$ cat src/design/dcache_pkg.sv
//////////////////////////////////////////////////
// shared definitions for the data cache
// geometry and address field widths
// request address union, raw word or fields
// controller state encoding
//////////////////////////////////////////////////
`default_nettype none

package dcache_pkg;

	typedef logic [31:0] word_t;

	// address split, tag | index | block offset | byte offset
	localparam int DTAG_W = 26;
	localparam int DIDX_W = 3;
	localparam int DBLK_W = 1;
	localparam int DBYT_W = 2;

	localparam int NUM_SETS  = 8;
	localparam int NUM_WAYS  = 2;
	localparam int BLK_WORDS = 2;

	// same 32 bits seen as a bus address or as cache fields
	typedef union packed {
		word_t raw;
		struct packed {
			logic [DTAG_W-1:0] tag;
			logic [DIDX_W-1:0] idx;
			logic [DBLK_W-1:0] blkoff;
			logic [DBYT_W-1:0] bytoff;
		} fields;
	} dcache_addr_t;

	typedef enum logic [3:0] {
		IDLE,
		WB1,        // victim word 0 out
		WB2,        // victim word 1 out
		FETCH1,
		FETCH2,
		DONE,       // fill complete, answer the core
		FLUSH_CHK,  // look at the block under the counter
		FLUSH_WB1,
		FLUSH_WB2,
		FLUSHED
	} ctrl_state_t;

endpackage

`default_nettype wire

$ cat src/design/dcache_array.sv
//////////////////////////////////////////////////
// tag, data, valid and dirty storage
// two-way tag compare at the request index
// store hit and fill word write ports
// block readout for writeback and flush
//////////////////////////////////////////////////
`timescale 1ns/1ns
`default_nettype none

module dcache_array (
	input  logic CLK,
	input  logic nRST,
	input  dcache_pkg::dcache_addr_t req_addr,
	input  dcache_pkg::word_t dmem_store,
	input  dcache_pkg::word_t fill_data,
	input  logic wr_hit,
	input  logic [dcache_pkg::BLK_WORDS-1:0] fill_word,
	input  logic fill_way,
	input  logic set_valid,
	input  logic clr_dirty,
	input  logic flush_mode,
	input  logic [3:0] blk_sel,
	output logic hit,
	output logic hit_way,
	output logic blk_dirty,
	output logic [dcache_pkg::DTAG_W-1:0] blk_tag,
	output dcache_pkg::word_t [dcache_pkg::BLK_WORDS-1:0] blk_data,
	output logic [dcache_pkg::NUM_WAYS-1:0] valid_pair
);
	import dcache_pkg::*;

	logic [DTAG_W-1:0] tag_mem [NUM_SETS][NUM_WAYS];
	word_t [BLK_WORDS-1:0] data_mem [NUM_SETS][NUM_WAYS];
	logic [NUM_SETS-1:0][NUM_WAYS-1:0] valid_q;
	logic [NUM_SETS-1:0][NUM_WAYS-1:0] dirty_q;

	logic [DIDX_W-1:0] ridx;
	logic [DIDX_W-1:0] rd_idx;
	logic rd_way;
	logic [NUM_WAYS-1:0] way_hit;

	assign ridx = req_addr.fields.idx;

	// tag compare on both ways
	always_comb begin
		for (int w = 0; w < NUM_WAYS; w++)
			way_hit[w] = valid_q[ridx][w] && (tag_mem[ridx][w] == req_addr.fields.tag);
	end

	assign hit = |way_hit;
	assign hit_way = way_hit[1];
	assign valid_pair = valid_q[ridx];

	// flush walks by counter, otherwise the way picked by the controller
	assign rd_idx = flush_mode ? blk_sel[DIDX_W-1:0] : ridx;
	assign rd_way = flush_mode ? blk_sel[3] : fill_way;

	assign blk_tag = tag_mem[rd_idx][rd_way];
	assign blk_data = data_mem[rd_idx][rd_way];
	assign blk_dirty = dirty_q[rd_idx][rd_way];

	always_ff @(posedge CLK) begin
		for (int k = 0; k < BLK_WORDS; k++) begin
			if (fill_word[k])
				data_mem[ridx][fill_way][k] <= fill_data; // word from the bus
		end
		if (wr_hit)
			data_mem[ridx][fill_way][req_addr.fields.blkoff] <= dmem_store;
		if (set_valid)
			tag_mem[ridx][fill_way] <= req_addr.fields.tag;
	end

	always_ff @(posedge CLK, negedge nRST) begin
		if (!nRST) begin
			valid_q <= '0;
			dirty_q <= '0;
		end else begin
			if (clr_dirty)
				dirty_q[rd_idx][rd_way] <= 1'b0;
			if (set_valid) begin
				valid_q[ridx][fill_way] <= 1'b1;
				dirty_q[ridx][fill_way] <= 1'b0; // fresh block is clean
			end
			if (wr_hit)
				dirty_q[ridx][fill_way] <= 1'b1;
		end
	end

endmodule

`default_nettype wire

$ cat src/design/dcache_ctrl.sv
//////////////////////////////////////////////////
// data cache controller FSM
// hit service, victim writeback, block fetch
// flush walk over all blocks on halt
// drives the memory bus request levels
//////////////////////////////////////////////////
`timescale 1ns/1ns
`default_nettype none

module dcache_ctrl (
	input  logic CLK,
	input  logic nRST,
	input  logic dmem_ren,
	input  logic dmem_wen,
	input  logic halt,
	input  dcache_pkg::dcache_addr_t req_addr,
	input  logic hit,
	input  logic hit_way,
	input  logic victim_way,
	input  logic blk_dirty,
	input  logic [dcache_pkg::DTAG_W-1:0] blk_tag,
	input  dcache_pkg::word_t [dcache_pkg::BLK_WORDS-1:0] blk_data,
	input  logic last,
	input  logic [dcache_pkg::DIDX_W-1:0] flush_idx,
	input  logic bus_wait,
	output logic dhit,
	output logic flushed,
	output logic bus_ren,
	output logic bus_wen,
	output dcache_pkg::word_t bus_addr,
	output dcache_pkg::word_t bus_store,
	output dcache_pkg::word_t dmem_load,
	output logic [dcache_pkg::BLK_WORDS-1:0] fill_word,
	output logic fill_way,
	output logic wr_hit,
	output logic set_valid,
	output logic clr_dirty,
	output logic touch,
	output logic step,
	output logic clear,
	output logic flush_mode
);
	import dcache_pkg::*;

	ctrl_state_t state_q, next_state;
	logic vic_way_q;       // victim way held for the whole miss
	dcache_addr_t baddr;

	always_ff @(posedge CLK, negedge nRST) begin
		if (!nRST) begin
			state_q <= IDLE;
			vic_way_q <= 1'b0;
		end else begin
			state_q <= next_state;
			if (state_q == IDLE)
				vic_way_q <= victim_way; // frozen once we leave idle
		end
	end

	always_comb begin
		next_state = state_q;
		dhit = 1'b0;
		bus_ren = 1'b0;
		bus_wen = 1'b0;
		fill_word = '0;
		fill_way = vic_way_q;
		wr_hit = 1'b0;
		set_valid = 1'b0;
		clr_dirty = 1'b0;
		touch = 1'b0;
		step = 1'b0;
		clear = 1'b0;
		flush_mode = 1'b0;
		// default address is the word fetch for the request
		baddr.fields.tag = req_addr.fields.tag;
		baddr.fields.idx = req_addr.fields.idx;
		baddr.fields.blkoff = 1'b0;
		baddr.fields.bytoff = '0;
		bus_store = blk_data[0];

		case (state_q)
			IDLE: begin
				clear = 1'b1;
				fill_way = hit ? hit_way : victim_way;
				if (halt) begin
					next_state = FLUSH_CHK;
				end else if (dmem_ren || dmem_wen) begin
					if (hit) begin
						dhit = 1'b1;
						touch = 1'b1;
						wr_hit = dmem_wen;
					end else if (blk_dirty) begin
						next_state = WB1;
					end else begin
						next_state = FETCH1;
					end
				end
			end
			WB1, WB2: begin
				bus_wen = 1'b1;
				baddr.fields.tag = blk_tag; // victim's own address
				baddr.fields.blkoff = (state_q == WB2);
				bus_store = (state_q == WB2) ? blk_data[1] : blk_data[0];
				if (!bus_wait) begin
					if (state_q == WB1) begin
						next_state = WB2;
					end else begin
						clr_dirty = 1'b1;
						next_state = FETCH1;
					end
				end
			end
			FETCH1: begin
				bus_ren = 1'b1;
				if (!bus_wait) begin
					fill_word[0] = 1'b1;
					next_state = FETCH2;
				end
			end
			FETCH2: begin
				bus_ren = 1'b1;
				baddr.fields.blkoff = 1'b1;
				if (!bus_wait) begin
					fill_word[1] = 1'b1;
					set_valid = 1'b1; // tag goes in with the last word
					next_state = DONE;
				end
			end
			DONE: begin
				dhit = 1'b1;
				touch = 1'b1;
				wr_hit = dmem_wen; // store miss merges into the new block
				next_state = IDLE;
			end
			FLUSH_CHK: begin
				flush_mode = 1'b1;
				if (blk_dirty) begin
					next_state = FLUSH_WB1;
				end else begin
					step = 1'b1;
					if (last)
						next_state = FLUSHED;
				end
			end
			FLUSH_WB1, FLUSH_WB2: begin
				flush_mode = 1'b1;
				bus_wen = 1'b1;
				baddr.fields.tag = blk_tag;
				baddr.fields.idx = flush_idx;
				baddr.fields.blkoff = (state_q == FLUSH_WB2);
				bus_store = (state_q == FLUSH_WB2) ? blk_data[1] : blk_data[0];
				if (!bus_wait) begin
					if (state_q == FLUSH_WB1) begin
						next_state = FLUSH_WB2;
					end else begin
						clr_dirty = 1'b1;
						step = 1'b1;
						next_state = last ? FLUSHED : FLUSH_CHK;
					end
				end
			end
			FLUSHED: flush_mode = 1'b1; // parked until reset
			default: next_state = IDLE;
		endcase
	end

	assign bus_addr = baddr.raw;
	assign flushed = (state_q == FLUSHED);
	assign dmem_load = blk_data[req_addr.fields.blkoff]; // hit way or filled victim

endmodule

`default_nettype wire

$ cat src/design/dcache_top.sv
//////////////////////////////////////////////////
// data cache top level
// controller, flush counter, array, lru table
//////////////////////////////////////////////////
`timescale 1ns/1ns
`default_nettype none

module dcache_top (
	input  logic CLK,
	input  logic nRST,
	// core side
	input  logic dmem_ren,
	input  logic dmem_wen,
	input  dcache_pkg::word_t dmem_addr,
	input  dcache_pkg::word_t dmem_store,
	input  logic halt,
	output logic dhit,
	output dcache_pkg::word_t dmem_load,
	output logic flushed,
	// memory side
	output logic bus_ren,
	output logic bus_wen,
	output dcache_pkg::word_t bus_addr,
	output dcache_pkg::word_t bus_store,
	input  dcache_pkg::word_t bus_load,
	input  logic bus_wait
);
	import dcache_pkg::*;

	dcache_addr_t req_addr;
	logic hit, hit_way, victim_way, blk_dirty, last;
	logic [DTAG_W-1:0] blk_tag;
	word_t [BLK_WORDS-1:0] blk_data;
	logic [BLK_WORDS-1:0] fill_word;
	logic fill_way, wr_hit, set_valid, clr_dirty;
	logic touch, step, clear, flush_mode;
	logic [3:0] blk_sel;
	logic [NUM_WAYS-1:0] valid_pair;

	assign req_addr.raw = dmem_addr;

	dcache_ctrl u_ctrl (
		.CLK, .nRST, .dmem_ren, .dmem_wen, .halt, .req_addr,
		.hit, .hit_way, .victim_way, .blk_dirty, .blk_tag, .blk_data,
		.last, .flush_idx(blk_sel[DIDX_W-1:0]), .bus_wait,
		.dhit, .flushed, .bus_ren, .bus_wen, .bus_addr, .bus_store, .dmem_load,
		.fill_word, .fill_way, .wr_hit, .set_valid, .clr_dirty,
		.touch, .step, .clear, .flush_mode
	);

	flush_counter u_flush (
		.CLK, .nRST, .step, .clear, .blk_sel, .last
	);

	dcache_array u_array (
		.CLK, .nRST, .req_addr, .dmem_store, .fill_data(bus_load),
		.wr_hit, .fill_word, .fill_way, .set_valid, .clr_dirty, .flush_mode,
		.blk_sel, .hit, .hit_way, .blk_dirty, .blk_tag, .blk_data, .valid_pair
	);

	// touched way is whichever way the controller is steering
	lru_table u_lru (
		.CLK, .nRST, .idx(req_addr.fields.idx), .valid_pair,
		.touch, .touch_way(fill_way), .victim_way
	);

endmodule

`default_nettype wire

$ cat src/design/flush_counter.sv
//////////////////////////////////////////////////
// block walker for the cache flush
// low bits index, top bit way
//////////////////////////////////////////////////
`timescale 1ns/1ns
`default_nettype none

module flush_counter (
	input  logic CLK,
	input  logic nRST,
	input  logic step,
	input  logic clear,
	output logic [3:0] blk_sel,
	output logic last
);
	import dcache_pkg::*;

	logic [3:0] blk_q;

	always_ff @(posedge CLK, negedge nRST) begin
		if (!nRST)
			blk_q <= '0;
		else if (clear)
			blk_q <= '0;
		else if (step)
			blk_q <= blk_q + 4'd1;
	end

	assign blk_sel = blk_q;
	assign last = (blk_q == 4'(NUM_SETS * NUM_WAYS - 1)); // way 1, set 7

endmodule

`default_nettype wire

$ cat src/design/lru_table.sv
//////////////////////////////////////////////////
// replacement table, one last-used bit per set
// victim way selection
//////////////////////////////////////////////////
`timescale 1ns/1ns
`default_nettype none

module lru_table (
	input  logic CLK,
	input  logic nRST,
	input  logic [dcache_pkg::DIDX_W-1:0] idx,
	input  logic [dcache_pkg::NUM_WAYS-1:0] valid_pair,
	input  logic touch,
	input  logic touch_way,
	output logic victim_way
);
	import dcache_pkg::*;

	logic [NUM_SETS-1:0] used_q; // way touched last in each set

	always_ff @(posedge CLK, negedge nRST) begin
		if (!nRST)
			used_q <= '0;
		else if (touch)
			used_q[idx] <= touch_way;
	end

	// empty way first, then the one not used last
	always_comb begin
		if (!valid_pair[0])
			victim_way = 1'b0;
		else if (!valid_pair[1])
			victim_way = 1'b1;
		else
			victim_way = ~used_q[idx];
	end

endmodule

`default_nettype wire

$ cat config.mk
export PLATFORM = sky130hd
export DESIGN_NAME = dcache_top
export DESIGN_NICKNAME = d
export VERILOG_FILES = /design/src/design/dcache_pkg.sv /design/src/design/dcache_array.sv /design/src/design/dcache_ctrl.sv /design/src/design/dcache_top.sv /design/src/design/flush_counter.sv /design/src/design/lru_table.sv
export SDC_FILE = /design/constraint.sdc
export NUM_CORES = 2
export LEC_CHECK = 0
export ABC_AREA = 1
export BUFFER_PORTS_ARGS = -buffer_cell sky130_fd_sc_hd__buf_2
export CORE_MARGIN = 2
export CORE_UTILIZATION = 40
export DETAILED_ROUTE_END_ITERATION = 8
export GPL_TIMING_DRIVEN = 0
export PLACE_DENSITY = 0.59
export SYNTH_ARGS = -nofsm -noshare
export SYNTH_HDL_FRONTEND = slang
export SYNTH_SLANG_ARGS = --single-unit
$ cat constraint.sdc
create_clock -name CLK -period 7.1 [get_ports CLK]
set_input_delay 0.71 -clock CLK [delete_from_list [all_inputs] [get_ports CLK]]
set_output_delay 0.71 -clock CLK [all_outputs]
set_load 0.03 [all_outputs]
==> results.yml <==
status:
  status: "complete, but fails checks"
  failed_checks: "max-capacitance violations, max-slew violations, negative setup slack"
timing:
  fmax_mhz: 137
  setup_viol: 16
  finalCritPeriodShare: 1.03
  worstMarginPinSlew_ns: 1.63
  fin_skew_ns: 0.0602
  max-slew-margin-rel: -0.0971
  rsz0062_at_grt: "true"
  timing_hold_violations_final: 0
  finalCriticalPeriod_ns: 7.32
  finalMaxSlewViolations: 17
  fin_ws_ns: -0.222
route:
  wirelength_mm: 280
  maxUsedRoutingLayer: "met5"
  wl_met2_mm: 125
  wl_met1_mm: 99.7
  routed-wl-met3_mm: 32.3
  routed_via_density: 6.02
  route.vias.total: 53000
  drc: 0
  ant_nets: 0
  wl_per_cell_um: 31.8
  drt_pass1_iterations: 6
  dr.first_iter.drc_count: 8782
global_routing:
  grt-ovfl-total: 0
  grt_usage: 0.326
  grt_pass1_wl_mm: 379
  grt_pass1_vias: 48900
  grt_max_degree: 50
  antenna_found_initial: 23
yosys:
  synth-edff-count: 1440
  yosysSeqAreaShare: 0.678
  synth_top_cell_by_area: "edfxtp_1"
  yosysUniqueCellTypes: 47
  yosysTopAreaCellShare: 0.660
  yosys_register_bits: 1489
  syn_inst: 6079
  avgSynthCellArea_sq_um: 10.8
  async_flop_share: 0.0329
  ys.flop_type: "edfxtp_1"
  ys_warn_count: 0
  netlist_area_sq_um: 65600
  yosysMostFrequentCell: "edfxtp_1"
  synth_common_cells: "edfxtp_1 (1440), o21ai_0 (982), nand2_1 (918), nor2_1 (917), inv_1 (411)"
  yosys-top-cells-area: "edfxtp_1 (66%), o21ai_0 (7.5%), nand2_1 (5.3%), nor2_1 (5.3%), o22ai_1 (2.4%)"
layout:
  nets: 6600
  fin_cells: 8810
  drive_gt1_frac: 0.114
  multi_input_area_sq_um: 18100
  seqCellArea_sq_um: 44500
  num-fill-cells: 15000
  area_delta_synth_final_pct: 15.7
pwr:
  cellLeakagePower_nw: 27.0
  p_per_area_nw_per_um2: 246
  ir_worst_vdd_uv: 223
critical_path:
  r2r-start: "u_array.tag_mem[0][15]$_DFFE_PP_"
  reg2reg_depth: 20
  crit_chain: "buf_2 -> inv_2 -> clkbuf_1 -> nand2_1 -> nand3_1 -> nand2_1 -> nor2_1 -> nor2_1 -> nor2_1 -> nand2_1 -> nor2_1 -> nand2_1 -> nor2_1 -> nand3_1 -> nand4_1 -> nand2_1 -> buf_4 -> buf_2 -> o31ai_1 -> o21ai_0 -> buf_2"
  regToRegSetupSlack_ns: 1.88
  worstSetupPathDepth: 21
  timing.critical_path.to: "dmem_load[31]"
  crit_fanout: 10
  cp-end-kind: "primary output"
  path_class: "input port to primary output"
  crit_start: "dmem_addr[3]"
  arrival_ns: 6.61
  slowest_delay_ns: 1.29
  crit_buf_inv: 6
  critPathLaunchType: "input port"
  crit_family: "simple AND/OR/NAND/NOR gates"
  cp.required_ns: 6.39
  slowest_stage: "o31ai_1"
  r2r-end: "u_array.data_mem[4][68]$_DFFE_PP_"
clocking:
  cts_buffer_depth: 3
  htreeDepth: 4
  clk_latency_ns: 0.84
  cts_hold_buf: 0
  root_buffer: "clkbuf_16"
  cts.sinks: 1489
  clkSlewWorstSetupHoldPaths_ns: 0.06
  cts_tree: "yes"
  cts_buffers: 162
placed_design:
  place_congestion: 1.02
  dp_hpwl_mm: 194
  place_ws_ns: -0.249
  place_inst: 8507
  portBuffers: 195
floorplanning:
  core_area_sq_um: 163000
  start_util: 0.403
  rows: 148
  die_h_um: 409
  io_pins: 202
  die_area_sq_um: 167000
  die_w_um: 409
min_path:
  min_path_type: "input port to asynchronous set/reset pin"
run:
  maxCapViolCount: 4
==> power by group <==
group | switching [W] | total [W] | internal (W)
clock network | 0.00367 | 0.00823 | 0.00456
registers | 0.00000206 | 0.00964 | 0.00963
logic | 0.000667 | 0.000823 | 0.000155
total | 0.00434 | 0.0187 | 0.0143
==> layout make-up <==
type	count	share of cell area
diodes	8	0.000264
plain buffers	380	0.0230
clock buffers	206	0.0570
clock inverters	88	0.00998
inverters	420	0.0208
multi-input cells	3791	0.239
flip-flops and latches	1489	0.586
well taps	2175	0.0359
repair buffers	253	0.0284
==> sequential cells by signal (all words and copies together) (netlist names) <==
name / cells
u_array.data_mem: 1024
u_array.tag_mem: 416
u_array.dirty_q: 16
u_array.valid_q: 16
u_lru.used_q: 8
u_ctrl.state_q: 4
u_flush.blk_sel: 4
u_ctrl.vic_way_q: 1
==> cell usage in the layout (no fill, tap or decap), types with 33 or more instances in the layout <==
master     synthesis  layout
edfxtp_1        1440    1440
o21ai_0          982     960
nand2_1          918     917
nor2_1           917     877
inv_1            411     403
buf_2             92     287
clkbuf_1         240     270
o22ai_1          255     255
nand3_1          189     189
clkbuf_16          0     166
a21oi_1          130     129
o21ai_1           81     103
o211ai_1          97      97
dfrtp_1           49      49
o31ai_1           45      43
nor2_4             2      42
clkinv_1           1      34
buf_4             25      33
==> logic make-up after synthesis <==
family | Yosys count | synth area share
AO/OA/AOI/OAI | 1654 | 0.141
adder cells (fa/ha/maj) | 1 | 0.000191
flip-flops | 1489 | 0.678
buffers and inverters | 800 | 0.0503
AND/OR/NAND/NOR | 2132 | 0.130
XOR/XNOR | 2 | 0.000267
other | 1 | 0.0000572
==> how the worst min path moves through the flow <==
stage,cells past startpoint,slack [ns],to,start
floorplan,0,0.41,u_array.dirty_q[0]$_DFF_PN0_,nRST
global placement,2,0.43,u_array.valid_q[1]$_DFFE_PN0P_,u_array.valid_q[1]$_DFFE_PN0P_
detailed placement,2,0.44,u_array.valid_q[1]$_DFFE_PN0P_,u_array.valid_q[1]$_DFFE_PN0P_
CTS,1,0.13,u_lru.used_q[1]$_DFFE_PN0P_,nRST
global route,1,0.22,u_ctrl.state_q[2]$_DFFE_PN0P_,nRST
finish,1,0.13,u_ctrl.state_q[2]$_DFFE_PN0P_,nRST
==> per-stage QoR <==
step	hold WS, ns	utilization	area [sq um]	setup TNS, ns	power (W)
6_report	0.131	0.466	75900	-1.22	0.0187
5_1_grt	0.215	0.466	75900	-0.0367	0.0190
4_1_cts	0.127	0.466	75800	0	0.0186
3_5_place_dp	0.436	0.435	70700	-0.585	0.0106
3_3_place_gp	0.431	0.425	69300	-1075.13	0.0106
2_1_floorplan	0.414	-	65600	0	0.0102
==> metal layers <==
metal  vias to the layer above  GRT usage
met5                         -          0
met4                        18      0.233
met3                       932     0.0805
met2                      3810      0.501
met1                     25900      0.401
li1                      22400          -
==> timing repair <==
| action | CTS | global route |
|---|---|---|
| gates cloned | 0 | 0 |
| resized for setup | 4 | 18 |
| endpoints found under the hold margin | 0 | 0 |
| setup endpoints to repair | 5 | 19 |
| buffers inserted | 0 | 0 |
No activity file was read; power rests on OpenSTA's default activity.
